## src/design/rob_pkg.sv

```systemverilog
`default_nettype none

package rob_pkg;

    ////////////////////////////////////////////////////////////////////////////
    // sizes
    ////////////////////////////////////////////////////////////////////////////

    localparam int ROB_WIDTH  = 6;
    localparam int ROB_DEPTH  = 64;
    localparam int XLEN       = 32;
    localparam int AREG_WIDTH = 5;

    // occupancy counter has to reach ROB_DEPTH itself
    localparam int ROB_CNT_WIDTH = ROB_WIDTH + 1;

    // two tail reads plus two sources for each of the two dispatch slots
    localparam int ROB_TRK_RD = 6;

    typedef logic [ROB_WIDTH-1:0] rob_id_t;

    typedef enum logic [1:0] {
        TYPE_ALU    = 2'd0,
        TYPE_LOAD   = 2'd1,
        TYPE_STORE  = 2'd2,
        TYPE_BRANCH = 2'd3
    } inst_type_e;

    typedef enum logic [1:0] {
        ST_RUN    = 2'd0,
        ST_FLUSH  = 2'd1,
        ST_RESUME = 2'd2
    } flush_state_e;

    ////////////////////////////////////////////////////////////////////////////
    // table entries
    ////////////////////////////////////////////////////////////////////////////

    typedef struct packed {
        logic exception;
        logic bpu_fail;
    } rob_ctrl_t;

    // info table row, 41 bits
    typedef struct packed {
        inst_type_e            inst_type;
        logic [AREG_WIDTH-1:0] areg;
        logic [XLEN-1:0]       pc;
        logic                  w_reg;
        logic                  w_mem;
    } rob_inst_entry_t;

    // data table row, 34 bits
    typedef struct packed {
        logic [XLEN-1:0] data;
        rob_ctrl_t       ctrl;
    } rob_data_entry_t;

    ////////////////////////////////////////////////////////////////////////////
    // outside ports
    ////////////////////////////////////////////////////////////////////////////

    typedef struct packed {
        logic                  valid;
        inst_type_e            inst_type;
        logic [AREG_WIDTH-1:0] areg;
        logic [XLEN-1:0]       pc;
        logic                  w_reg;
        logic                  w_mem;
        rob_id_t [1:0]         src_id;
    } dispatch_rob_t;

    typedef struct packed {
        rob_id_t               rob_id;
        logic [1:0][XLEN-1:0]  src_data;
        logic [1:0]            src_ready;
    } rob_dispatch_t;

    typedef struct packed {
        logic            valid;
        rob_id_t         rob_id;
        logic [XLEN-1:0] data;
        rob_ctrl_t       ctrl;
    } cdb_rob_t;

    typedef struct packed {
        logic                  valid;
        logic [AREG_WIDTH-1:0] areg;
        logic                  w_reg;
        logic                  w_mem;
        logic [XLEN-1:0]       data;
        logic [XLEN-1:0]       pc;
    } rob_commit_t;

endpackage

`default_nettype wire

```

## src/design/rob_ptr_ctrl.sv

```systemverilog
`timescale 1ns/1ps
`default_nettype none

module rob_ptr_ctrl
    import rob_pkg::*;
(
    input  wire                      clk,
    input  wire                      rst_n_i,
    input  wire                      flush_i,
    input  wire  [1:0]               alloc_cnt_i,
    input  wire  [1:0]               retire_cnt_i,
    output rob_id_t                  head_o,
    output rob_id_t                  tail_o,
    output logic [ROB_CNT_WIDTH-1:0] count_o,
    output logic                     two_free_o
);

    rob_id_t                  head_q;
    rob_id_t                  tail_q;
    logic [ROB_CNT_WIDTH-1:0] count_q;
    logic [ROB_CNT_WIDTH-1:0] count_d;
    logic                     two_free_q;

    assign count_d = count_q + ROB_CNT_WIDTH'(alloc_cnt_i) - ROB_CNT_WIDTH'(retire_cnt_i);

    ////////////////////////////////////////////////////////////////////////////
    // pointers, wrap modulo 64 for free
    ////////////////////////////////////////////////////////////////////////////

    always_ff @(posedge clk or negedge rst_n_i) begin
        if (!rst_n_i) begin
            head_q  <= '0;
            tail_q  <= '0;
            count_q <= '0;
        end else if (flush_i) begin
            head_q  <= '0;
            tail_q  <= '0;
            count_q <= '0;
        end else begin
            head_q  <= head_q + ROB_WIDTH'(alloc_cnt_i);
            tail_q  <= tail_q + ROB_WIDTH'(retire_cnt_i);
            count_q <= count_d;
        end
    end

    // room for a full dispatch pair next cycle
    always_ff @(posedge clk or negedge rst_n_i) begin
        if (!rst_n_i) begin
            two_free_q <= 1'b1;
        end else if (flush_i) begin
            two_free_q <= 1'b1;
        end else begin
            two_free_q <= (count_d <= ROB_CNT_WIDTH'(ROB_DEPTH - 2));
        end
    end

    assign head_o     = head_q;
    assign tail_o     = tail_q;
    assign count_o    = count_q;
    assign two_free_o = two_free_q;

endmodule

`default_nettype wire

```

## config.mk

```make
export PLATFORM = sky130hd
export DESIGN_NAME = rob_ptr_ctrl
export DESIGN_NICKNAME = d
export VERILOG_FILES = /design/src/design/rob_pkg.sv /design/src/design/rob_ptr_ctrl.sv
export SDC_FILE = /design/constraint.sdc
export NUM_CORES = 1
export LEC_CHECK = 0
export BUFFER_PORTS_ARGS = -buffer_cell sky130_fd_sc_hd__buf_2
export CAP_MARGIN = 10
export CORE_AREA = 2 2 53 55
export DETAILED_ROUTE_END_ITERATION = 7
export DIE_AREA = 0 0 55 57
export GPL_TIMING_DRIVEN = 0
export PLACE_DENSITY_LB_ADDON = 0.1
export SYNTH_ARGS = -nofsm -noshare
export SYNTH_HDL_FRONTEND = slang
export SYNTH_SLANG_ARGS = --single-unit
```

## constraint.sdc

```tcl
create_clock -name clk -period 6 [get_ports clk]
set_input_delay 0.3 -clock clk [delete_from_list [all_inputs] [get_ports clk]]
set_output_delay 0.3 -clock clk [all_outputs]
set_load 0.1 [all_outputs]
```

### Yosys cells after proc, flatten, opt, wreduce, memory -nomap -nowiden

Cells that the tools add are included.

* add/subtract/negate cells: 4
* muxes and demuxes: 4
* $lt $le $gt $ge: 1

Operators with widths (count)
* $add 6x2->6: 2
* $mux 6: 2
* $add 7x2->7: 1
* $le 7x6->1 const B: 1
* $mux 7: 1
* $sub 7x2->7: 1
* $mux 1: 1

* output and inout port bits: 20
* word-level logic and storage cells: 13
* flip-flop bits (word level): 20
* input port bits: 7

### Depth between registers and ports, before layout

Gate-level depths: netlist (run 1).

* word-level depth: 4
* gate-level depth with buffers: 9
* mapped depth without buffers: 9

### Worst setup path before layout (run 1)

No wires, ideal clock.

* kind: register to register
* start point: register count_q[1], in the netlist count_o[1]
* end point: register two_free_q, in the netlist two_free_o
* path buffers: 0
* clock period less this slack: 2778 ps
* slack: 3222 ps
* library setup time: 75 ps
* required time: 5925 ps
* arrival: 2703 ps
* cell stages (with the launch flop): 9
* cells stage by stage: dfrtp_1 > inv_1 > fa_1 > inv_1 > fa_1 > a31o_1 > a31oi_1 > xnor2_1 > a2bb2oi_1

* cells in the longest elaborated chain, start to end: 4

RTL lines
* from (decl): line rob_ptr_ctrl.sv:20 `logic [ROB_CNT_WIDTH-1:0] count_q;`
* from (signal assigned): line rob_ptr_ctrl.sv:42 `count_q <= count_d;`
* $add 7x2->7: line rob_ptr_ctrl.sv:24 `assign count_d = count_q + ROB_CNT_WIDTH'(alloc_cnt_i) - ROB_CNT_WIDTH'(retire_cnt_i);`
* $sub 7x2->7: line rob_ptr_ctrl.sv:24
* $le 7x6->1: line rob_ptr_ctrl.sv:53 `two_free_q <= (count_d <= ROB_CNT_WIDTH'(ROB_DEPTH - 2));`
* $mux 1: line rob_ptr_ctrl.sv:50 `end else if (flush_i) begin`
* to (signal assigned): line rob_ptr_ctrl.sv:53
* to (decl): line rob_ptr_ctrl.sv:22 `logic two_free_q;`

Every way passes these cells.

### Final worst setup path (run 1)

Same ends and word-level chain as after synthesis.

==> flow_summary.yaml, run 1 <==
pwr:
  leakagePower_uw: 0.000697
  power.density_nw_per_um2: 535
  finalPower_uw: 705
  vdd_drop_max_uv: 325
global_routing:
  grt_pass1_vias: 805
  grt_first_pass_wirelength_microns: 3380
  grt_overflow: 0
  grt_max_degree: 21
  antenna_found_initial: 0
  grt_usage_pct: 14.9
worst_hold_path:
  hold_depth: 3
  min_to: "tail_o[0]"
  worstHoldPathType: "input port to register"
  hold_start: "retire_cnt_i[0]"
setup_path:
  cpMaxStageDelayCell: "fa_1"
  cp_slowest_stage_delay_ps: 470
  worst-path-buf-inv: 2
  r2r-start: "count_o[1]"
  endpoint_kind: "register"
  worstPathRequired_ps: 6220
  path_class: "register to register"
  cp_top_family: "adder cells"
  path_cells: "inv_1 -> fa_1 -> inv_1 -> fa_1 -> a31o_1 -> a31oi_1 -> xnor2_1 -> a2bb2oi_1"
  cp.arrival_ps: 2460
  reg2reg_setup_slack_ps: 3750
  startpoint: "count_o[1]"
  r2r_cells: 8
  r2r_end: "two_free_o"
  start_kind: "register"
  worstPathMaxFanout: 2
placed_design:
  place_congestion: 0.739
  portBuffers: 26
  hpwl_microns: 1580
route:
  postRouteAntennaNets: 0
  firstDrtPassIters: 4
  wl_microns: 2010
  wire_per_inst_microns: 12.2
  via_per_inst: 4.82
  via_count: 796
  drt_iter0_drc: 8
  drc: 0
logic_synthesis:
  synth_edf_count: 0
  yosysUniqueCellTypes: 21
  yosys_warnings: 0
  syn_inst: 103
  synth_common_cells: "dfrtp_1 (19), nor2_1 (13), inv_1 (12)"
  synth_top_area_share_pct: 42.7
  synthesis.area_sq_um: 1110
  synth_top_cell_by_area: "dfrtp_1"
  yosysMostFrequentCell: "dfrtp_1"
  synthArstFlopShare_pct: 100
  ys_seq_area_share_pct: 45.1
  yosys-top-cells-area: "dfrtp_1 (43%), ha_1 (12%), fa_1 (7.2%), xnor2_1 (6.3%), nor2b_1 (5.1%)"
  ys_ff_latch: 20
  synth_flop_cell: "dfrtp_1"
  avgSynthCellArea_sq_um: 10.8
  synth_fp_nets: 125
timing:
  setup_violations: 0
  finalMaxSlewViolations: 0
  finalCritPeriodShare_pct: 37.4
  finalClockSkew_ps: 9.28
  hold_viol_final: 0
  rsz0062_at_grt: "no"
  fin_crit_ps: 2250
  clock.fmax_ghz: 0.445
  fin_setup_tns_ps: 0
  max-slew-margin-rel_pct: 67.8
  tightestPinTransition_ps: 486
  holdWs_ps: 364
die:
  die_y_microns: 57
  start_util_pct: 42.5
  chipWidth_microns: 55
  core_area_sq_um: 2620
  ioPinCount: 27
  rows: 19
  dieArea_sq_um: 3140
layout:
  synthToLayoutAreaGrowth_pct: 18.4
  final_layout_size_suffix_gt1_share_pct: 23.1
  regArea_sq_um: 502
  multi_input_area_sq_um: 558
  nets: 157
  antennaDiodeCount: 0
  nFillCells: 272
clock_network:
  htreeDepth: 1
  cts_sinks: 20
  clkTransAtPathRegs_ps: 110
  postCtsSetupRepairBufs: 0
  cts_buffer_depth: 2
  cts_tree: "built"
  cts-buffers-inserted: 3
  clock_latency_ps: 290
  cts_root_buffer: "clkbuf_4"
job:
  drv_cap: 0
outcome:
  outcome: "finished clean"
-- state kept, by name, summed over array words and instances, names as in the netlist --
signal,cells
count_o,7
two_free_o,1
head_o,6
tail_o,6
-- cell type report --
cell class / instances / share of cell area, %
inverters: 12 / 3.42
clock buffers: 4 / 1.99
plain buffers: 2 / 0.570
repair buffers: 27 / 10.6
well taps: 31 / 2.94
flip-flops and latches: 20 / 38.1
multi-input cells: 69 / 42.4
-- cell families (layout without fill, tap and decap cells) --
kind of cell    after synthesis  in the layout  synth area share (%)
simple gates                 29             29                  12.6
flops                        20             20                  45.1
fa+ha+maj                    15             15                  19.6
buf+inv                      14             45                  4.72
xor+xnor                     13             13                  10.2
compound gates               11             11                  6.41
mux                           1              1                  1.35
-- per-layer routing --
layer  track usage, %  wire (microns)  up-vias
met2             24.3             982       12
met4             6.27              25        0
li1                 -               -      395
met3             2.36              44        4
met1             19.4             958      385
met5                0               0        -
-- worst min-delay path: stages --
cell and delay, ps:
buf_2 90, ha_1 120, nor2b_1 120
-- worst max path at each step --
stage | to | slack [ps] | cells past startpoint
finish | two_free_o | 3750 | 8
global route | two_free_o | 3600 | 9
CTS | two_free_o | 3740 | 8
detailed placement | two_free_o | 3580 | 9
global placement | two_free_o | 3560 | 9
floorplan | two_free_o | 3220 | 8
-- where the power goes --
part | switching [uW] | internal, uW | total, uW | leakage [uW]
clock | 38.8 | 25.8 | 64.6 | 0.0000150
sequential | 18.7 | 165 | 183 | 0.000263
combinational | 326 | 132 | 458 | 0.000419
total | 383 | 322 | 705 | 0.000697
-- metrics by stage --
stage | util, % | cells | setup slack (ps) | instance area (sq um)
after floorplan | - | 103 | 3220 | 1110
after global placement | 49.0 | 160 | 3560 | 1280
after detailed placement | 49.0 | 160 | 3580 | 1280
after CTS | 50.4 | 165 | 3740 | 1320
after global routing | 50.4 | 165 | 3600 | 1320
final | 50.4 | 165 | 3750 | 1320
-- cell usage in the layout (no fill, tap or decap), types with 2 or more instances in the layout --
cell / count
dfrtp_1: 19
nor2_1: 13
clkbuf_4: 3
inv_1: 12
nor2b_1: 9
fa_1: 4
xor2_1: 5
a21o_1: 2
xnor2_1: 8
a21oi_1: 4
ha_1: 11
buf_2: 26
clkbuf_1: 3
nand3_1: 5
-- repair_timing --
item                       CTS  global route
setup endpoints to repair    0             0
hold buffers                 1             0
resized for setup            0             0
hold endpoints to repair    19             0
(Power assumes the default switching activity.)
==> inputs of run 2 (changes only) <==
--- a/config.mk
+++ b/config.mk
@@ -5,11 +5,12 @@
 export SDC_FILE = /design/constraint.sdc
 export NUM_CORES = 1
 export LEC_CHECK = 0
+export ABC_AREA = 1
 export BUFFER_PORTS_ARGS = -buffer_cell sky130_fd_sc_hd__buf_2
 export CAP_MARGIN = 10
-export CORE_AREA = 2 2 53 55
+export CORE_AREA = 2 2 55 57
 export DETAILED_ROUTE_END_ITERATION = 7
-export DIE_AREA = 0 0 55 57
+export DIE_AREA = 0 0 57 59
 export GPL_TIMING_DRIVEN = 0
 export PLACE_DENSITY_LB_ADDON = 0.1
 export SYNTH_ARGS = -nofsm -noshare
==> constraint.sdc (replaced) <==
create_clock -name clk -period 2.05 [get_ports clk]
set_input_delay 0.1025 -clock clk [delete_from_list [all_inputs] [get_ports clk]]
set_output_delay 0.1025 -clock clk [all_outputs]
set_load 0.1 [all_outputs]
==> run 2 against run 1 <==
Against the previous run: worst hold slack got worse by 210 ps; die area increased by 7.3%; cell count grew 22%; critical path depth is 1 higher; critical path type unchanged; routed wire length is 15% higher; clock skew shrank 2.7 ps; setup slack got worse by 3800 ps.
==> flow_summary.yaml, run 2 <==
clock_network:
  cts_root_buffer: "clkbuf_4"
  cts-buffers-inserted: 3
  htreeDepth: 1
  cts_buffer_depth: 2
  clock_latency_ps: 300
  clkTransAtPathRegs_ps: 110
  cts_tree: "built"
  cts_sinks: 20
  postCtsSetupRepairBufs: 0
global_routing:
  grt_pass1_vias: 998
  grt_max_degree: 21
  grt_usage_pct: 16.7
  grt_first_pass_wirelength_microns: 4420
  antenna_found_initial: 0
  grt_overflow: 0
timing:
  hold_viol_final: 0
  fin_crit_ps: 2050
  max-slew-margin-rel_pct: 68.1
  clock.fmax_ghz: 0.489
  finalClockSkew_ps: 6.59
  finalMaxSlewViolations: 0
  finalCritPeriodShare_pct: 99.8
  setup_violations: 0
  rsz0062_at_grt: "yes"
  tightestPinTransition_ps: 478
  holdWs_ps: 159
setup_path:
  worstPathMaxFanout: 2
  worstPathRequired_ps: 2290
  path_class: "register to register"
  cp.arrival_ps: 2290
  start_kind: "register"
  endpoint_kind: "register"
layout:
  largest_register_ffs: 7
  final_area_sq_um: 1450
  finish.utilization_pct: 53.5
  final_layout_size_suffix_gt1_share_pct: 28.1
  antennaDiodeCount: 0
  final_cell_mix: "buf_2 (26), inv_1 (24), nand2_1 (20)"
  final_common_cell: "buf_2"
  nFillCells: 265
  stdcell_count: 202
  nets: 194
  synthToLayoutAreaGrowth_pct: 21.8
logic_synthesis:
  synth_fp_nets: 161
  ys_seq_area_share_pct: 42.2
  synth_top_area_share_pct: 40.0
  synth_flop_cell: "dfrtp_1"
  yosysMostFrequentCell: "inv_1"
  synth_top_cell_by_area: "dfrtp_1"
  yosys-top-cells-area: "dfrtp_1 (40%), ha_1 (12%), inv_1 (8.2%), fa_1 (6.7%), nand2_1 (6.3%)"
  synthesis.area_sq_um: 1190
  syn_inst: 139
  yosysUniqueCellTypes: 23
  synth_edf_count: 0
  yosys_warnings: 0
  synth_common_cells: "inv_1 (26), nand2_1 (20), dfrtp_1 (19)"
  avgSynthCellArea_sq_um: 8.56
  synthArstFlopShare_pct: 100
  ys_ff_latch: 20
die:
  ioPinCount: 27
  chipWidth_microns: 57
  start_util_pct: 43.9
  rows: 19
  die_y_microns: 59
  core_area_sq_um: 2710
  dieArea_sq_um: 3360
route:
  wl_microns: 2320
  wire_per_inst_microns: 11.5
  firstDrtPassIters: 3
  drt_iter0_drc: 20
  via_count: 946
  via_per_inst: 4.68
  postRouteAntennaNets: 0
  drc: 0
pwr:
  power.density_nw_per_um2: 1580
  vdd_drop_max_uv: 890
  leakagePower_uw: 0.000800
outcome:
  outcome: "finished clean"
placed_design:
  placed_cells: 196
  place_congestion: 0.745
  portBuffers: 26
  dpl_cell_area_sq_um: 1370
  hpwl_microns: 1840
worst_hold_path:
  worstHoldPathType: "input port to register"
job:
  drv_cap: 0
==> run 2: cell count changes after synthesis, moves of 4 or more <==
cell	delta
a21oi_1	+8
inv_1	+14
nand2_1	+19
nor2b_1	-9
o21ai_0	+4
xnor2_1	-7
xor2_1	-4
==> run 2: what timing repair did <==
action	4_1_cts	5_1_grt
cloned	0	0
pin swaps	0	1
hold endpoints to repair	20	0
endpoints found under the setup margin	1	1
hold buffers	2	0
gates resized for setup	0	2
==> run 2: logic make-up after synthesis <==
group,after synthesis,synth area share [%]
AO/OA/AOI/OAI,22,10.3
XOR/XNOR,2,1.47
adder cells (fa/ha/maj),15,18.3
buffers and inverters,30,9.46
flip-flops,20,42.2
AND/OR/NAND/NOR,50,18.3
==> run 2: layer usage <==
metal	GRT usage, %	wire length [microns]
met1	21.5	1040
met2	29.1	1210
met3	1.97	54
met4	5.98	17
met5	0	0
==> run 2: path summary, 6_finish.rpt <==
check                                    start          to  slack (ps)  cells past startpoint
worst max-delay path                count_o[1]  two_free_o           5                      9
worst min-delay path            alloc_cnt_i[0]   head_o[0]         160                      4
worst max register to register      count_o[1]  two_free_o           5                      9
worst min register to register       tail_o[4]   tail_o[4]         520                      1
max in group asynchronous              rst_n_i  count_o[1]        1420                      2
min in group asynchronous              rst_n_i   tail_o[0]         270                      2
==> run 2: critical path, cell delays in order, from the launching register on <==
cell	delay, ps
dfrtp_4	430
inv_2	40
fa_1	520
inv_2	50
fa_2	540
nand2_1	60
nor2_2	90
nand3_1	80
nor2_2	120
nor2_2	40
==> run 2: cell type report <==
cell class	instances	area, sq um	area share, %
Inverter	29	109	7.51
Clock buffer	3	22.5	1.55
Sequential cell	20	509	35.1
Multi-Input combinational cell	89	586	40.4
Clock inverter	1	30.0	2.07
Tap cell	31	38.8	2.68
Timing Repair Buffer	28	150	10.4
Buffer	1	3.75	0.259
==> run 2: power by group <==
part,switching [uW],internal (uW)
Combinational,1060,360
Sequential,58.8,486
Clock,125,198
==> run 2: per-stage QoR <==
step	TNS [ps]	worst slack, ps	power (uW)
floorplan	-87.2	-79.0	1730
global placement	0	45.1	1930
detailed placement	0	0.491	1970
CTS	-32.1	-32.1	2300
global route	-117	-117	2490
finish	0	4.54	2290
==> inputs of run 3 (changes only) <==
--- a/config.mk
+++ b/config.mk
@@ -8,9 +8,9 @@
 export ABC_AREA = 1
 export BUFFER_PORTS_ARGS = -buffer_cell sky130_fd_sc_hd__buf_2
 export CAP_MARGIN = 10
-export CORE_AREA = 2 2 55 57
+export CORE_AREA = 2 2 49 63
 export DETAILED_ROUTE_END_ITERATION = 7
-export DIE_AREA = 0 0 57 59
+export DIE_AREA = 0 0 51 65
 export GPL_TIMING_DRIVEN = 0
 export PLACE_DENSITY_LB_ADDON = 0.1
 export SYNTH_ARGS = -nofsm -noshare
==> run 3 against run 2 <==
Against the previous run: critical path depth unchanged; combinational power about the same; highest routed layer unchanged; global-route usage decreased by 0.29 points; critical path type unchanged; routed wire length down 3.8%; core utilization fell by 0.94 points; cell count grew 2.5%; worst hold slack gained 6.3 ps; largest cell class unchanged; flip-flop and latch count did not move.
==> flow_summary.yaml, run 3 (synthesis results as in run 2) <==
timing:
  rsz0062_at_grt: "yes"
  holdWs_ps: 166
  clock.fmax_ghz: 0.501
  finalCritPeriodShare_pct: 97.4
  finalMaxSlewViolations: 0
  fin_crit_ps: 2000
  tightestPinTransition_ps: 491
  setup_violations: 0
  hold_viol_final: 0
  max-slew-margin-rel_pct: 67.5
  finalClockSkew_ps: 2.45
global_routing:
  grt_pass1_vias: 1012
  antenna_found_initial: 0
  grt_first_pass_wirelength_microns: 4130
  grt_usage_pct: 16.4
  grt_max_degree: 21
  grt_overflow: 0
pwr:
  finalPower_uw: 2280
  power.density_nw_per_um2: 1560
  leakagePower_uw: 0.000801
  vdd_drop_max_uv: 678
setup_path:
  path_class: "register to register"
  worstPathMaxFanout: 2
  cp.arrival_ps: 2240
  endpoint_kind: "register"
  startpoint: "count_o[1]"
  r2r_end: "two_free_o"
  r2r-start: "count_o[1]"
  start_kind: "register"
  worstPathRequired_ps: 2300
  endpoint: "two_free_o"
  reg2reg_setup_slack_ps: 50
  r2r_cells: 9
route:
  drc: 0
  firstDrtPassIters: 4
  via_per_inst: 4.66
  postRouteAntennaNets: 0
  via_count: 964
  wire_per_inst_microns: 10.8
  drt_iter0_drc: 13
  wl_microns: 2230
placed_design:
  dpl_cell_area_sq_um: 1380
  place_congestion: 0.791
  portBuffers: 26
  hpwl_microns: 1760
  placed_cells: 201
die:
  chipWidth_microns: 51
  ioPinCount: 27
  dieArea_sq_um: 3320
  start_util_pct: 42.8
  die_y_microns: 65
  rows: 22
  core_area_sq_um: 2780
clock_network:
  cts_tree: "built"
  cts_buffer_depth: 2
  clock_latency_ps: 300
  htreeDepth: 1
  postCtsSetupRepairBufs: 0
  cts_sinks: 20
  clkTransAtPathRegs_ps: 120
  cts-buffers-inserted: 3
  cts_root_buffer: "clkbuf_4"
layout:
  final_area_sq_um: 1460
  final_common_cell: "buf_2"
  finish.utilization_pct: 52.5
  nets: 194
  regArea_sq_um: 509
  final_layout_size_suffix_gt1_share_pct: 28.7
  synthToLayoutAreaGrowth_pct: 22.7
  antennaDiodeCount: 0
  stdcell_count: 207
  nFillCells: 284
  largest_register_ffs: 7
  final_cell_mix: "buf_2 (26), inv_1 (24), nand2_1 (19)"
  multi_input_area_sq_um: 591
worst_hold_path:
  worstHoldPathType: "input port to register"
outcome:
  outcome: "finished clean"
job:
  drv_cap: 0
## run 3: cell types whose count changed in the layout (fill, tap and decap cells not counted)
cell,previous run,this run
nand2_1,20,19
nand2_2,2,3
nand3_1,6,5
nand3_2,1,2
nor2_1,14,15
nor2_2,4,3
## run 3: worst min-delay path by stage
stage	startpoint	end	slack (ps)	cells after the start
2_1_floorplan	rst_n_i	count_o[2]	-190	0
3_3_place_gp	rst_n_i	head_o[5]	70	1
3_5_place_dp	rst_n_i	head_o[4]	90	1
4_1_cts	alloc_cnt_i[0]	head_o[0]	160	4
5_1_grt	retire_cnt_i[0]	tail_o[0]	190	4
6_report	retire_cnt_i[0]	tail_o[0]	170	4
## run 3: what timing repair did
item / 4_1_cts / 5_1_grt
endpoints found under the setup margin: 0 / 1
resized for setup: 0 / 3
hold endpoints to repair: 20 / 0
hold buffers: 2 / 0
## run 3: final cells by class
| cell class | count | share of cell area [%] |
|---|---|---|
| Timing Repair Buffer | 28 | 10.3 |
| Inverter | 29 | 7.45 |
| Clock buffer | 3 | 1.54 |
| Buffer | 1 | 0.257 |
| Tap cell | 36 | 3.08 |
| Clock inverter | 1 | 2.06 |
| Sequential cell | 20 | 34.9 |
| Multi-Input combinational cell | 89 | 40.4 |
## run 3: worst max-delay path, stage by stage (launching register included)
cell and delay [ps]:
dfrtp_4 430, inv_2 40, fa_1 510, inv_2 50
fa_2 530, nand2_1 50, nor2_1 80, nand3_1 90
nor2_2 130, nor2_2 40
## run 3: metrics by stage
step / TNS, ps / worst slack (ps)
after floorplan: -87.2 / -79.0
after global placement: 0 / 51.3
after detailed placement: 0 / 31.5
after CTS: 0 / 30.7
after global routing: -67.2 / -67.2
final: 0 / 52.6
## run 3: routing by layer
layer  share of wire [%]  GRT usage (%)  vias to the layer above  routed length [microns]
met4                0.81           6.08                        0                       18
met5                   0              0                        -                        0
li1                    -              -                      500                        -
met1                  43           19.3                      447                      950
met2                  53           29.9                       15                     1190
met3                 3.2           1.84                        2                       72
## run 3: power by group
group	internal [uW]	leakage, uW	switching, uW	total, uW
logic	362	0.000514	1050	1420
clock network	197	0.0000279	125	323
registers	485	0.000259	53.4	539
