--- src/design/rob_pkg.sv ---
`default_nettype none

package rob_pkg;

    ////////////////////////////////////////////////////////////////////////////
    // sizes
    ////////////////////////////////////////////////////////////////////////////

    localparam int ROB_WIDTH  = 6;
    localparam int ROB_DEPTH  = 64;
    localparam int XLEN       = 32;
    localparam int AREG_WIDTH = 5;

    // occupancy counter has to reach ROB_DEPTH itself
    localparam int ROB_CNT_WIDTH = ROB_WIDTH + 1;

    // two tail reads plus two sources for each of the two dispatch slots
    localparam int ROB_TRK_RD = 6;

    typedef logic [ROB_WIDTH-1:0] rob_id_t;

    typedef enum logic [1:0] {
        TYPE_ALU    = 2'd0,
        TYPE_LOAD   = 2'd1,
        TYPE_STORE  = 2'd2,
        TYPE_BRANCH = 2'd3
    } inst_type_e;

    typedef enum logic [1:0] {
        ST_RUN    = 2'd0,
        ST_FLUSH  = 2'd1,
        ST_RESUME = 2'd2
    } flush_state_e;

    ////////////////////////////////////////////////////////////////////////////
    // table entries
    ////////////////////////////////////////////////////////////////////////////

    typedef struct packed {
        logic exception;
        logic bpu_fail;
    } rob_ctrl_t;

    // info table row, 41 bits
    typedef struct packed {
        inst_type_e            inst_type;
        logic [AREG_WIDTH-1:0] areg;
        logic [XLEN-1:0]       pc;
        logic                  w_reg;
        logic                  w_mem;
    } rob_inst_entry_t;

    // data table row, 34 bits
    typedef struct packed {
        logic [XLEN-1:0] data;
        rob_ctrl_t       ctrl;
    } rob_data_entry_t;

    ////////////////////////////////////////////////////////////////////////////
    // outside ports
    ////////////////////////////////////////////////////////////////////////////

    typedef struct packed {
        logic                  valid;
        inst_type_e            inst_type;
        logic [AREG_WIDTH-1:0] areg;
        logic [XLEN-1:0]       pc;
        logic                  w_reg;
        logic                  w_mem;
        rob_id_t [1:0]         src_id;
    } dispatch_rob_t;

    typedef struct packed {
        rob_id_t               rob_id;
        logic [1:0][XLEN-1:0]  src_data;
        logic [1:0]            src_ready;
    } rob_dispatch_t;

    typedef struct packed {
        logic            valid;
        rob_id_t         rob_id;
        logic [XLEN-1:0] data;
        rob_ctrl_t       ctrl;
    } cdb_rob_t;

    typedef struct packed {
        logic                  valid;
        logic [AREG_WIDTH-1:0] areg;
        logic                  w_reg;
        logic                  w_mem;
        logic [XLEN-1:0]       data;
        logic [XLEN-1:0]       pc;
    } rob_commit_t;

endpackage

`default_nettype wire

--- src/design/rob_flush_fsm.sv ---
`timescale 1ns/1ps
`default_nettype none

module rob_flush_fsm
    import rob_pkg::*;
(
    input  wire                    clk,
    input  wire                    rst_n_i,
    input  wire       [1:0]        retire_valid_i,
    input  rob_ctrl_t [1:0]        retire_ctrl_i,
    input  wire       [1:0][XLEN-1:0] retire_pc_i,
    output flush_state_e           state_o,
    output logic                   flush_o,
    output logic      [XLEN-1:0]   redirect_pc_o
);

    flush_state_e    state_q;
    flush_state_e    state_d;
    logic [1:0]      fault;
    logic [XLEN-1:0] redirect_pc_q;

    always_comb begin
        for (int i = 0; i < 2; i++) begin
            fault[i] = retire_valid_i[i] &&
                       (retire_ctrl_i[i].exception || retire_ctrl_i[i].bpu_fail);
        end
    end

    ////////////////////////////////////////////////////////////////////////////
    // run -> flush -> resume -> run
    ////////////////////////////////////////////////////////////////////////////

    always_comb begin
        state_d = state_q;
        case (state_q)
            ST_RUN:    if (|fault) state_d = ST_FLUSH;
            ST_FLUSH:  state_d = ST_RESUME;
            ST_RESUME: state_d = ST_RUN;
            default:   state_d = ST_RUN;
        endcase
    end

    always_ff @(posedge clk or negedge rst_n_i) begin
        if (!rst_n_i) begin
            state_q <= ST_RUN;
        end else begin
            state_q <= state_d;
        end
    end

    // slot 1 never faults alongside slot 0, still prefer the older one
    always_ff @(posedge clk) begin
        if (state_q == ST_RUN && |fault) begin
            redirect_pc_q <= fault[0] ? retire_pc_i[0] : retire_pc_i[1];
        end
    end

    assign state_o       = state_q;
    assign flush_o       = (state_q == ST_FLUSH);
    assign redirect_pc_o = redirect_pc_q;

endmodule

`default_nettype wire

--- config.mk ---
export PLATFORM = sky130hd
export DESIGN_NAME = rob_flush_fsm
export DESIGN_NICKNAME = d
export VERILOG_FILES = /design/src/design/rob_pkg.sv /design/src/design/rob_flush_fsm.sv
export SDC_FILE = /design/constraint.sdc
export NUM_CORES = 1
export LEC_CHECK = 0
export BUFFER_PORTS_ARGS = -buffer_cell sky130_fd_sc_hd__buf_2
export CORE_UTILIZATION = 36
export DETAILED_ROUTE_END_ITERATION = 8
export HOLD_SLACK_MARGIN = 0.06
export PLACE_DENSITY_LB_ADDON = 0.08
export SLEW_MARGIN = 20
export SYNTH_ARGS = -nofsm -noshare
export SYNTH_HDL_FRONTEND = slang
export SYNTH_SLANG_ARGS = --single-unit
--- constraint.sdc ---
create_clock -name clk -period 3.4 [get_ports clk]
set_clock_uncertainty 0.2 [all_clocks]
set_input_delay 0.51 -clock clk [delete_from_list [all_inputs] [get_ports clk]]
set_output_delay 0.51 -clock clk [all_outputs]
set_load 0.005 [all_outputs]
======== After elaboration in Yosys (flattened, before gate mapping) ========
Index checks and enable logic that the tools add are counted.
cells by class
  shifts and indexed selects .............. 0
  reduce and logical (&&, ||, !) cells .... 7
  bitwise operators ....................... 0
  add/sub/neg operators ................... 0
  muxes and demuxes ....................... 3
  order comparisons ....................... 0
  equality and inequality tests ........... 2
  $mul .................................... 0
  div/mod/pow operators ................... 0
operators by type and width
  kind                                                                    count
  32-bit 2-to-1 mux                                                       1
  2-bit case mux with 2 select lines                                      1
  1-bit logical AND                                                       3
  2-bit by 1-bit equality test with 1-bit output (second input constant)  1
  2-bit zero test                                                         1
  1-bit logical OR                                                        2
  2-bit 2-to-1 mux                                                        1
  2-bit by 1-bit != test with 1-bit output (second input constant)        1
  2-bit OR reduction                                                      1
storage, ports and cells
  memories kept ........................... 0
  memory bits (writable) .................. 0
  register bits ........................... 34
  memory bits (read-only) ................. 0
  latch bits .............................. 0

======== Longest topological paths before layout ========
Gate-level depths: netlist (run 1).
  word-level depth ........................ 5
  mapped depth ............................ 3
  gate-level depth less buffers ........... 2

======== Worst setup path after synthesis (run 1) ========
Ideal clock, no wire load.
  path type ............................... input -> register
  from .................................... input port retire_ctrl_i[0] (netlist bit)
  to ...................................... register redirect_pc_q[0], in the netlist redirect_pc_o[0], enable pin
  data arrival time ....................... 3.112 ns
  path slack .............................. -0.382 ns
  buffers on the path ..................... 1
  stages .................................. 3
  data required time ...................... 2.730 ns
  setup time .............................. 0.470 ns
  cell sequence ........................... o21ai_4 -> buf_6 -> a211oi_1
on the way
  word-level cells in the longest chain between the ends .. 4
RTL lines
  what                    RTL line             source
  start: declaration      rob_flush_fsm.sv:10  input rob_ctrl_t [1:0] retire_ctrl_i,
  1-bit logical OR        rob_flush_fsm.sv:25  (retire_ctrl_i[i].exception || retire_ctrl_i[i].bpu_fail);
  1-bit logical AND       rob_flush_fsm.sv:24  fault[i] = retire_valid_i[i] &&
  2-bit OR reduction      rob_flush_fsm.sv:53  if (state_q == ST_RUN && |fault) begin
  1-bit logical AND       rob_flush_fsm.sv:53
  end signal: assignment  rob_flush_fsm.sv:54  redirect_pc_q <= fault[0] ? retire_pc_i[0] : retire_pc_i[1];
  end: declaration        rob_flush_fsm.sv:20  logic [XLEN-1:0] redirect_pc_q;
Every way passes these cells.
A chain may end at the register's enable or synchronous reset.

======== Final worst setup path (run 1) ========
  from .................................... input port retire_ctrl_i[2] (netlist bit)
  to ...................................... register redirect_pc_q[11], in the netlist redirect_pc_o[11], enable pin
The elaborated chain is that of the path after synthesis.

==> metrics.json, run 1 <==
{
  "status": "finished clean",
  "first_global_vias": 1001,
  "synth_edf_count": 32,
  "syn_avg_cell_area_um2": 19.4,
  "postSynthRegisterBits": 34,
  "ctsHtreeMaxLevel": 2,
  "leakage_nw": 0.953,
  "die-height_um": 65.6,
  "grtUsageTotal_pct": 13.6,
  "hold-path-endpoint": "redirect_pc_o[30]$_DFFE_PP_",
  "route.vias.total": 1070,
  "power.total_mw": 1.26,
  "flow.area_growth_from_synthesis_pct": 47.2,
  "placement.io_buffers": 106,
  "layout.filler_cells": 313,
  "drt_pass1_iterations": 3,
  "tritoncts.num_buffers": 5,
  "max-slew-margin-rel_pct": 47.4,
  "post-route-period-util_pct": 62.1,
  "synth_top_cell_area_share_pct": 66.1,
  "total_of_max_cap_violations": 0,
  "wirelength_mm": 2.73,
  "setup_total_negative_slack_ns": 0,
  "die_width_um": 65.6,
  "placeableCoreArea_mm2": 0.00377,
  "cts_max_path_buffers": 2,
  "hold_wc_path_type": "in -> reg",
  "finalWeightedCongestion": 0.662,
  "timing.final.hold_violations": 0,
  "ctsResizeCount": 0,
  "layout_cell_share_with_drive_strength_beyond_1_pct": 77.8,
  "worst_r2r_path_depth": 2,
  "synth_commonest_cells": "edfxtp_1 (32), mux2_2 (30), buf_6 (3)",
  "max_slew.worst_pin.slew_ns": 0.786,
  "pins_over_their_slew_limit": 0,
  "place.detailed.hpwl_mm": 2.16,
  "reg2reg_to": "redirect_pc_o[11]$_DFFE_PP_",
  "timing.reg2reg.setup_slack_ns": 1.38,
  "synth_top_flop_cell": "edfxtp_1",
  "postRouteAntennaNets": 0,
  "routedWlPerCell_um": 11.5,
  "rows": 22,
  "die_area_mm2": 0.00430,
  "achievable-frequency_mhz": 474,
  "hold-worst-slack_ns": 0.316,
  "holdCritStartpoint": "retire_pc_i[30]",
  "clock_sinks": 34,
  "syn-cell-area_mm2": 0.00145,
  "remaining_drc_errors": 0,
  "synthesis.nets": 147,
  "worst_supply_voltage_drop_on_vdd_v": 0.000337,
  "rsz0062_at_grt": "no",
  "initialDrtViolationCount": 14,
  "async_flop_share_pct": 5.88,
  "sequential_cell_area_mm2": 0.00101,
  "hold_path_cell_cnt": 2,
  "cp_data_required_time_ns": 3.17,
  "criticalPathCategory": "in -> reg",
  "global_route.overflow_total": 0,
  "critical_path.endpoint_type": "flip-flop",
  "synth_area_leaders": "edfxtp_1 (66%), mux2_2 (23%), dfrtp_1 (3.4%), buf_6 (2.3%), mux2_1 (1.5%)",
  "clk_latency_ns": 0.28,
  "crit_fanout": 17,
  "synth.lib_cells_used.distinct": 9,
  "clockRootBuffer": "clkbuf_8",
  "power_density_mw_per_mm2": 588,
  "i_o_pin_count": 107,
  "global_route_wire_length_before_repair_mm": 4.18,
  "multi_input_comb_area_um2": 422,
  "post-synth-top-count-cell": "edfxtp_1",
  "critical_path.startpoint_type": "input port",
  "grt_antenna_before_repair": 0,
  "post_synth_inst_count": 75,
  "viasPerCell": 4.51,
  "setup-violations-final": 0,
  "post-synth-top-area-cell": "edfxtp_1",
  "synth_warnings": 0,
  "number_of_nets_in_the_final_layout": 260,
  "diodes": 0,
  "cts.clk_slew.worst_paths_ns": 0.06,
  "cts_tree": "built",
  "fin_crit_ns": 2.11,
  "largest_net_degree_at_the_start_of_global_routing": 34,
  "critical_path_arrival_ns": 1.88,
  "floorplan.initialDensity_pct": 38.6,
  "r2r_start": "state_o[0]$_DFFE_PN0P_",
  "synth-seq-area-share_pct": 69.5
}
-- cells by family (layout without fill, tap and decap cells) --
| family | after synthesis | after routing | synth area share, % |
|---|---|---|---|
| buffers and inverters | 3 | 117 | 2.32 |
| flip-flops | 34 | 34 | 69.5 |
| AO/OA/AOI/OAI | 4 | 4 | 2.50 |
| AND/OR/NAND/NOR | 2 | 2 | 0.860 |
| multiplexers | 32 | 32 | 24.8 |
-- registers in the layout, summed over array words and instances, names as in the netlist --
register / count
redirect_pc_o: 32
state_o: 2
-- routing by layer --
metal | track usage [%] | up-vias | part of all wire, %
met4 | 8.97 | 0 | 2.9
met3 | 5.56 | 10 | 11
met2 | 21.9 | 61 | 50
met1 | 14.4 | 483 | 36
met5 | 0 | - | 0
li1 | - | 516 | -
-- worst max-delay path, stage by stage --
cell      delay [ns]
buf_2           0.07
o21ai_0         0.18
a211oi_4        0.75
buf_4           0.36
-- power breakdown --
group          switching (mW)  internal [mW]  total [mW]
logic                   0.151          0.153       0.304
registers              0.0432          0.618       0.661
clock network           0.129          0.163       0.292
-- through the flow --
stage / utilization [%] / worst slack [ns] / instances / cell area [µm²]
finish: 56.7 / 1.29 / 237 / 2140
detailed placement: 54.0 / 0.969 / 228 / 2040
global route: 56.7 / 1.13 / 237 / 2140
floorplan: - / 0.670 / 75 / 1460
CTS: 56.7 / 1.27 / 237 / 2140
global placement: 54.0 / 0.994 / 228 / 2040
-- worst max-delay path by stage --
stage                                              to  cells past startpoint  slack, ns             start
after floorplan            redirect_pc_o[0]$_DFFE_PP_                      3       0.67  retire_ctrl_i[0]
after global placement    redirect_pc_o[10]$_DFFE_PP_                      4       0.99  retire_ctrl_i[2]
after detailed placement   redirect_pc_o[6]$_DFFE_PP_                      4       0.97  retire_ctrl_i[2]
after CTS                  redirect_pc_o[6]$_DFFE_PP_                      4       1.27  retire_ctrl_i[2]
after global routing      redirect_pc_o[10]$_DFFE_PP_                      4       1.13  retire_ctrl_i[2]
final                     redirect_pc_o[11]$_DFFE_PP_                      4       1.29  retire_ctrl_i[2]
-- placed cells by master, fill, tap and decap left out, drive strengths merged --
cell / instances
a211oi: 2
clkbuf: 7
dlygate4sd3: 1
mux2: 32
o21ai: 2
dfrtp: 2
nor2b: 2
clkinv: 1
buf: 108
edfxtp: 32
-- cell type report --
cell class | instances | area share, %
timing repair buffer | 109 | 26.0
clock inverter | 1 | 0.234
sequential | 34 | 47.3
multi-input combinational | 38 | 19.7
clock buffer | 7 | 4.04
tap | 48 | 2.81
-- timing repair --
item	in CTS	in global routing
hold buffers	1	0
endpoints found under the hold margin	2	0
setup buffers	0	0
Note: power is estimated with default switching activity, not from simulation.
==> run 2, diff against run 1 <==
--- a/config.mk
+++ b/config.mk
@@ -6,7 +6,7 @@
 export NUM_CORES = 1
 export LEC_CHECK = 0
 export BUFFER_PORTS_ARGS = -buffer_cell sky130_fd_sc_hd__buf_2
-export CORE_UTILIZATION = 36
+export CORE_UTILIZATION = 40
 export DETAILED_ROUTE_END_ITERATION = 8
 export HOLD_SLACK_MARGIN = 0.06
 export PLACE_DENSITY_LB_ADDON = 0.08
==> constraint.sdc (replaced) <==
create_clock -name clk -period 2.1 [get_ports clk]
set_clock_uncertainty 0.2 [all_clocks]
set_input_delay 0.315 -clock clk [delete_from_list [all_inputs] [get_ports clk]]
set_output_delay 0.315 -clock clk [all_outputs]
set_load 0.005 [all_outputs]
==> run 2 against run 1 <==
Cell count increased by 2.5%. Combinational power up 71%. Worst hold slack worse by 0.23 ns. Clock-buffer cell count fell by 1. Largest power group unchanged.
==> metrics.json, run 2 (synthesis gave the netlist of run 1 again) <==
{
  "status": "finished clean",
  "criticalPathCategory": "reg -> out",
  "die-height": {"value": 62.3, "unit": "µm", "change": "-5.0%"},
  "setup-violations-final": {"value": 0, "change": "unchanged"},
  "p_int": {"value": 1.39, "unit": "mW", "change": "+49%"},
  "p_switching": {"value": 514, "unit": "µW", "change": "+59%"},
  "layout_cell_share_with_drive_strength_beyond_1": {"value": 75.1, "unit": "%", "change": "-2.7 points"},
  "timing.reg2reg.setup_slack": {"value": 0.65, "unit": "ns", "change": "-0.73 ns"},
  "cts_tree": "built",
  "total_of_max_cap_violations": {"value": 0, "change": "unchanged"},
  "largest_net_degree_at_the_start_of_global_routing": {"value": 19, "change": "-44%"},
  "power.total": {"value": 1.91, "unit": "mW", "change": "+52%"},
  "critical_path.endpoint_type": "primary output",
  "worst_setup_path_endpoint": "flush_o",
  "die_width": {"value": 62.3, "unit": "µm", "change": "-5.0%"},
  "finish.cell_count_without_fillers": {"value": 243, "change": "+2.5%"},
  "grtUsageTotal": {"value": 15.9, "unit": "%", "change": "+2.3 points"},
  "postRouteAntennaNets": {"value": 0, "change": "unchanged"},
  "clock_sinks": {"value": 34, "change": "unchanged"},
  "comb_power_share": {"value": 27.3, "unit": "%", "change": "+3.1 points"},
  "clockRootBuffer": "clkbuf_4",
  "clk_latency": {"value": 0.32, "unit": "ns", "change": "+0.04 ns"},
  "initialDrtViolationCount": {"value": 13, "change": "-1"},
  "viasPerCell": {"value": 4.47, "change": "-1.1%"},
  "place.detailed.hpwl": {"value": 2.22, "unit": "mm", "change": "+3.0%"},
  "largest_reg_flops": {"value": 32, "change": "unchanged"},
  "layout.filler_cells": {"value": 296, "change": "-5.4%"},
  "critical_path.startpoint_type": "flip-flop",
  "grt_antenna_before_repair": {"value": 0, "change": "unchanged"},
  "reg2reg_to": "redirect_pc_o[20]$_DFFE_PP_",
  "placement.io_buffers": {"value": 106, "change": "unchanged"},
  "timing.final.hold_violations": {"value": 0, "change": "unchanged"},
  "clock_power_share": {"value": 17.0, "unit": "%", "change": "-6.2 points"},
  "die_area": {"value": 0.00388, "unit": "mm²", "change": "-9.7%"},
  "max-slew-margin-rel": {"value": 71.4, "unit": "%", "change": "+24 points"},
  "dp_cells": {"value": 228, "change": "unchanged"},
  "post-route-period-util_pct": 73.7,
  "cts.clk_slew.worst_paths": {"value": 0.10, "unit": "ns", "change": "+0.04 ns"},
  "routedWlPerCell": {"value": 12.1, "unit": "µm", "change": "+5.0%"},
  "cp_data_required_time": {"value": 1.58, "unit": "ns", "change": "-1.59 ns"},
  "multi_input_comb_area": {"value": 422, "unit": "µm²", "change": "unchanged"},
  "number_of_nets_in_the_final_layout": {"value": 268, "change": "+3.1%"},
  "ctsHtreeMaxLevel": {"value": 2, "change": "unchanged"},
  "r2r_start": "state_o[0]$_DFFE_PN0P_",
  "cts_max_path_buffers": {"value": 2, "change": "unchanged"},
  "rsz0062_at_grt": "no",
  "postCtsSetupRepairBufs": {"value": 0, "change": "unchanged"},
  "sw_frac_of_total": {"value": 27.0, "unit": "%", "change": "+1.3 points"},
  "max_slew.worst_pin.slew": {"value": 0.425, "unit": "ns", "change": "-0.361 ns"},
  "place_ws": {"value": 0.259, "unit": "ns", "change": "-0.710 ns"},
  "worst_supply_voltage_drop_on_vdd": {"value": 0.000490, "unit": "V", "change": "+45%"},
  "rows": {"value": 21, "change": "-4.5%"},
  "cp_slowest_cell": "dfrtp_1",
  "tritoncts.num_buffers": {"value": 5, "change": "unchanged"},
  "worst_r2r_path_depth": {"value": 2, "change": "unchanged"},
  "floorplan.initialDensity": {"value": 42.6, "unit": "%", "change": "+4.0 points"},
  "diodes": {"value": 0, "change": "unchanged"},
  "achievable-frequency_mhz": 646,
  "layout_common_cells": "buf_2 (106), edfxtp_1 (32), mux2_2 (30)",
  "flow.area_growth_from_synthesis_pct": 50.2,
  "crit_fanout": {"value": 5, "change": "-12"},
  "global_route.overflow_total": {"value": 0, "change": "unchanged"},
  "pins_over_their_slew_limit": {"value": 0, "change": "unchanged"},
  "cp_slowest_stage_delay": {"value": 0.44, "unit": "ns", "change": "-0.31 ns"},
  "fin_crit_ns": 1.55,
  "drt_pass1_iterations": {"value": 4, "change": "+1"},
  "seq_power_share": {"value": 55.7, "unit": "%", "change": "+3.1 points"},
  "post-route-worst-setup-slack": {"value": 0.551, "unit": "ns", "change": "-0.738 ns"},
  "setup_total_negative_slack": {"value": 0, "unit": "ns", "change": "unchanged"},
  "critical_path_arrival": {"value": 1.03, "unit": "ns", "change": "-0.85 ns"},
  "wirelength": {"value": 2.94, "unit": "mm", "change": "+7.6%"},
  "route.vias.total": {"value": 1085, "change": "+1.4%"},
  "remaining_drc_errors": {"value": 0, "change": "unchanged"},
  "sequential_cell_area": {"value": 0.00101, "unit": "mm²", "change": "unchanged"},
  "global_route_wire_length_before_repair": {"value": 4.57, "unit": "mm", "change": "+9.4%"},
  "first_global_vias": {"value": 1043, "change": "+4.2%"},
  "leakage": {"value": 0.975, "unit": "nW", "change": "+2.2%"},
  "final_core_utilization": {"value": 63.9, "unit": "%", "change": "+7.2 points"},
  "layout_commonest_cell": "buf_2",
  "finalWeightedCongestion": {"value": 0.647, "change": "-2.2%"},
  "power_density": {"value": 873, "unit": "mW/mm²", "change": "+49%"},
  "i_o_pin_count": {"value": 107, "change": "unchanged"},
  "cp_cell_sequence": "nor2b_1 > buf_2",
  "hold_wc_path_type": "in -> reg",
  "worst_setup_path_startpoint": "state_o[0]$_DFFE_PN0P_",
  "placeableCoreArea": {"value": 0.00342, "unit": "mm²", "change": "-9.4%"}
}
run 2: how the worst min path moves through the flow:
stage | start | endpoint | slack, ns | depth (start not counted)
6_report | retire_pc_i[54] | redirect_pc_o[22]$_DFFE_PP_ | 0.08 | 2
4_1_cts | retire_pc_i[51] | redirect_pc_o[19]$_DFFE_PP_ | 0.06 | 2
5_1_grt | retire_pc_i[46] | redirect_pc_o[14]$_DFFE_PP_ | 0.06 | 2
3_3_place_gp | rst_n_i | state_o[1]$_DFFE_PN0P_ | -0.10 | 1
3_5_place_dp | rst_n_i | state_o[1]$_DFFE_PN0P_ | -0.1 | 1
2_1_floorplan | rst_n_i | state_o[0]$_DFFE_PN0P_ | -0.18 | 0
run 2: layout make-up:
class                      instances  area share (%)
sequential                        34            46.3
timing repair buffer             117            29.5
multi-input combinational         38            19.3
tap                               46            2.64
clock buffer                       6            1.89
clock inverter                     2           0.401
run 2: per-stage QoR:
stage	hold WS (ns)	area [µm²]
5_1_grt	0.0609	2180
3_3_place_gp	-0.101	2060
4_1_cts	0.0609	2150
6_report	0.0834	2180
2_1_floorplan	-0.181	1470
3_5_place_dp	-0.0996	2060
run 2: routing by layer:
metal	vias to the layer above	part of all wire, %	wire length, µm	GRT usage (%)
met5	-	0	0	0
met4	0	1.0	30	6.98
met3	4	9.3	274	6.80
met2	60	55	1620	28.3
met1	482	34	1010	16.0
li1	539	-	-	-
run 2: power by group through the flow:
stage / Combinational [mW] / Sequential [mW] / Clock [mW]
after floorplan: 0.184 / 1.11 / 0
after global placement: 0.515 / 1.08 / 0
after detailed placement: 0.524 / 1.08 / 0
after CTS: 0.530 / 1.07 / 0.344
after global routing: 0.576 / 1.08 / 0.373
final: 0.521 / 1.06 / 0.323
run 2: worst max-delay path, delay by kind of cell (launching register included):
kind,cells,cell delay (ns)
flops,1,0.44
buf+inv,1,0.13
simple gates,1,0.15
run 2: repair_timing:
| action | in CTS | in global routing |
|---|---|---|
| hold endpoints to repair | 5 | 3 |
| hold buffers | 4 | 3 |
| resized for setup | 0 | 0 |
==> run 3, diff against run 2 <==
==> constraint.sdc (replaced) <==
create_clock -name clk -period 1.5 [get_ports clk]
set_clock_uncertainty 0.2 [all_clocks]
set_input_delay 0.225 -clock clk [delete_from_list [all_inputs] [get_ports clk]]
set_output_delay 0.225 -clock clk [all_outputs]
set_load 0.005 [all_outputs]
==> run 3 against run 2 <==
The run now ends with setup timing left. Largest power group unchanged. Cell area rose by 30%. Global-route usage increased by 7.8 points. Setup slack worse by 0.59 ns. Combinational power is 87% higher. Clock power rose by 62%. Cell count rose by 26%.
==> metrics.json, run 3 (synthesis gave the netlist of run 1 again) <==
{
  "setup-violations-final": {"value": 33, "change": "+33"},
  "leakage": {"value": 1.25, "unit": "nW", "change": "+28%"},
  "remaining_drc_errors": {"value": 0, "change": "unchanged"},
  "crit_fanout": {"value": 4, "change": "-1"},
  "drt_pass1_iterations": {"value": 4, "change": "unchanged"},
  "total_of_max_cap_violations": {"value": 0, "change": "unchanged"},
  "clock_sinks": {"value": 34, "change": "unchanged"},
  "placeableCoreArea": {"value": 0.00342, "unit": "mm²", "change": "unchanged"},
  "largest_reg_flops": {"value": 32, "change": "unchanged"},
  "hold-worst-slack": {"value": 0.125, "unit": "ns", "change": "+0.0412 ns"},
  "hold-path-endpoint": "state_o[0]$_DFFE_PN0P_",
  "post-route-worst-setup-slack": {"value": -0.0374, "unit": "ns", "change": "-0.589 ns"},
  "path_buf_inv": {"value": 2, "change": "+1"},
  "timing.reg2reg.setup_slack": {"value": -0.02, "unit": "ns", "change": "-0.67 ns"},
  "floorplan.initialDensity": {"value": 42.6, "unit": "%", "change": "unchanged"},
  "grtUsageTotal": {"value": 23.7, "unit": "%", "change": "+7.8 points"},
  "layout_commonest_cell": "buf_2",
  "cts_tree": "built",
  "clock_power_share": {"value": 17.6, "unit": "%", "change": "+0.6 points"},
  "power_density": {"value": 1050, "unit": "mW/mm²", "change": "+21%"},
  "criticalPathCategory": "reg -> out",
  "viasPerCell": {"value": 4.53, "change": "+1.4%"},
  "i_o_pin_count": {"value": 107, "change": "unchanged"},
  "postRouteAntennaNets": {"value": 0, "change": "unchanged"},
  "layout_common_cells": "buf_2 (106), dlygate4sd3_1 (66), edfxtp_1 (32)",
  "pins_over_their_slew_limit": {"value": 0, "change": "unchanged"},
  "layout_cell_share_with_drive_strength_beyond_1": {"value": 58.3, "unit": "%", "change": "-17 points"},
  "clockRootBuffer": "clkbuf_4",
  "die-height": {"value": 62.3, "unit": "µm", "change": "unchanged"},
  "rows": {"value": 21, "change": "unchanged"},
  "sw_frac_of_total": {"value": 26.9, "unit": "%", "change": "-0.078 points"},
  "post-route-period-util_pct": 102,
  "largest_net_degree_at_the_start_of_global_routing": {"value": 19, "change": "unchanged"},
  "critical_path.endpoint_type": "primary output",
  "flow.area_growth_from_synthesis_pct": 94.6,
  "cts.clk_slew.worst_paths": {"value": 0.10, "unit": "ns", "change": "about the same"},
  "die_width": {"value": 62.3, "unit": "µm", "change": "unchanged"},
  "critical_path.startpoint_type": "flip-flop",
  "p_int": {"value": 2.18, "unit": "mW", "change": "+56%"},
  "cp_slowest_stage_delay": {"value": 0.41, "unit": "ns", "change": "-0.03 ns"},
  "r2r_start": "state_o[0]$_DFFE_PN0P_",
  "first_global_vias": {"value": 1497, "change": "+44%"},
  "clk_latency": {"value": 0.34, "unit": "ns", "change": "+0.02 ns"},
  "finalWeightedCongestion": {"value": 0.691, "change": "+6.7%"},
  "max-slew-margin-rel": {"value": 67.1, "unit": "%", "change": "-4.3 points"},
  "reg2reg_to": "redirect_pc_o[13]$_DFFE_PP_",
  "p_switching": {"value": 801, "unit": "µW", "change": "+56%"},
  "ctsHtreeMaxLevel": {"value": 2, "change": "unchanged"},
  "hold_wc_path_type": "in -> reg",
  "multi_input_comb_area": {"value": 422, "unit": "µm²", "change": "unchanged"},
  "initialDrtViolationCount": {"value": 28, "change": "+15"},
  "rsz0062_at_grt": "yes",
  "global_route_wire_length_before_repair": {"value": 6.76, "unit": "mm", "change": "+48%"},
  "timing.final.hold_violations": {"value": 0, "change": "unchanged"},
  "layout.filler_cells": {"value": 207, "change": "-30%"},
  "die_area": {"value": 0.00388, "unit": "mm²", "change": "unchanged"},
  "final_core_utilization": {"value": 82.8, "unit": "%", "change": "+19 points"},
  "comb_power_share": {"value": 32.6, "unit": "%", "change": "+5.3 points"},
  "fin_crit_ns": 1.54,
  "hold_path_cell_cnt": {"value": 3, "change": "+1"},
  "global_route.overflow_total": {"value": 0, "change": "unchanged"},
  "routedWlPerCell": {"value": 14.3, "unit": "µm", "change": "+18%"},
  "max_slew.worst_pin.slew": {"value": 0.488, "unit": "ns", "change": "+0.0637 ns"},
  "seq_power_share": {"value": 49.8, "unit": "%", "change": "-5.9 points"},
  "power.total": {"value": 2.98, "unit": "mW", "change": "+56%"},
  "route.vias.total": {"value": 1381, "change": "+27%"},
  "achievable-frequency_mhz": 650,
  "failed_checks": "setup timing",
  "worst_supply_voltage_drop_on_vdd": {"value": 0.000812, "unit": "V", "change": "+66%"},
  "placement.io_buffers": {"value": 106, "change": "unchanged"},
  "grt_antenna_before_repair": {"value": 0, "change": "unchanged"},
  "critical_path.top_delay_family": "flip-flops",
  "critical_path_arrival": {"value": 1.11, "unit": "ns", "change": "+0.08 ns"},
  "tritoncts.num_buffers": {"value": 5, "change": "unchanged"},
  "wirelength": {"value": 4.37, "unit": "mm", "change": "+49%"},
  "worst_setup_path_startpoint": "state_o[0]$_DFFE_PN0P_",
  "holdCritStartpoint": "retire_valid_i[1]",
  "worst_r2r_path_depth": {"value": 3, "change": "+1"},
  "cp_slowest_cell": "dfrtp_1",
  "diodes": {"value": 0, "change": "unchanged"},
  "status": "finished with violations",
  "cp_data_required_time": {"value": 1.07, "unit": "ns", "change": "-0.51 ns"},
  "cts_max_path_buffers": {"value": 2, "change": "unchanged"},
  "cp_cell_sequence": "buf_6 > nor2b_1 > buf_2",
  "sequential_cell_area": {"value": 0.00101, "unit": "mm²", "change": "unchanged"},
  "number_of_nets_in_the_final_layout": {"value": 330, "change": "+23%"}
}
run 3: cell count changes in the layout (fill, tap and decap cells not counted):
cell	before	now
buf_12	1	2
clkinv_2	1	0
clkbuf_8	0	1
buf_6	0	3
clkbuf_1	1	2
dlygate4sd3_1	7	66
buf_4	3	2
clkinv_1	1	0
run 3: power by group through the flow:
stage	Combinational (mW)	Clock [mW]	Sequential, mW
detailed placement	0.762	0	1.51
floorplan	0.258	0	1.56
global placement	0.746	0	1.51
CTS	0.942	0.534	1.48
global route	1.05	0.576	1.51
finish	0.972	0.523	1.48
run 3: cell type report:
type                       count  share of cell area [%]
timing repair buffer         179                    45.2
multi-input combinational     38                    14.9
tap                           46                    2.03
sequential                    34                    35.7
clock buffer                   8                    2.08
run 3: worst max-delay path by stage:
stage,endpoint,slack (ns),cells past startpoint
4_1_cts,flush_o,-0.04,3
6_report,flush_o,-0.04,3
3_5_place_dp,redirect_pc_o[22]$_DFFE_PP_,-0.08,5
2_1_floorplan,redirect_pc_o[0]$_DFFE_PP_,-0.50,3
5_1_grt,flush_o,-0.07,3
3_3_place_gp,redirect_pc_o[22]$_DFFE_PP_,-0.06,5
run 3: per-layer routing:
metal  track usage [%]  vias to the layer above  share of wire, %
li1                  -                      664                 -
met1              21.7                      632                34
met2              45.6                       69                56
met3              5.88                       16               5.8
met4              14.8                        0               3.7
met5                 0                        -                 0
run 3: what timing repair did:
| item | 4_1_cts | 5_1_grt |
|---|---|---|
| endpoints found under the hold margin | 34 | 0 |
| endpoints found under the setup margin | 1 | 33 |
| gates resized for setup | 2 | 1 |
| hold buffers | 66 | 0 |
| buffers inserted | 1 | 1 |
run 3: worst min-delay path: stages:
cell,delay (ns)
buf_2,0.11
o21ai_0,0.19
a211oi_1,0.11
run 3: through the flow:
| stage | instance area, µm² | setup TNS (ns) | std cells | setup slack (ns) |
|---|---|---|---|---|
| 3_5_place_dp | 2080 | -3.58 | 229 | -0.0757 |
| 5_1_grt | 2830 | -1.78 | 305 | -0.0672 |
| 4_1_cts | 2820 | -0.0678 | 304 | -0.0379 |
| 3_3_place_gp | 2080 | -2.58 | 229 | -0.0585 |
| 6_report | 2830 | -0.401 | 305 | -0.0374 |
| 2_1_floorplan | 1470 | -15.95 | 75 | -0.498 |
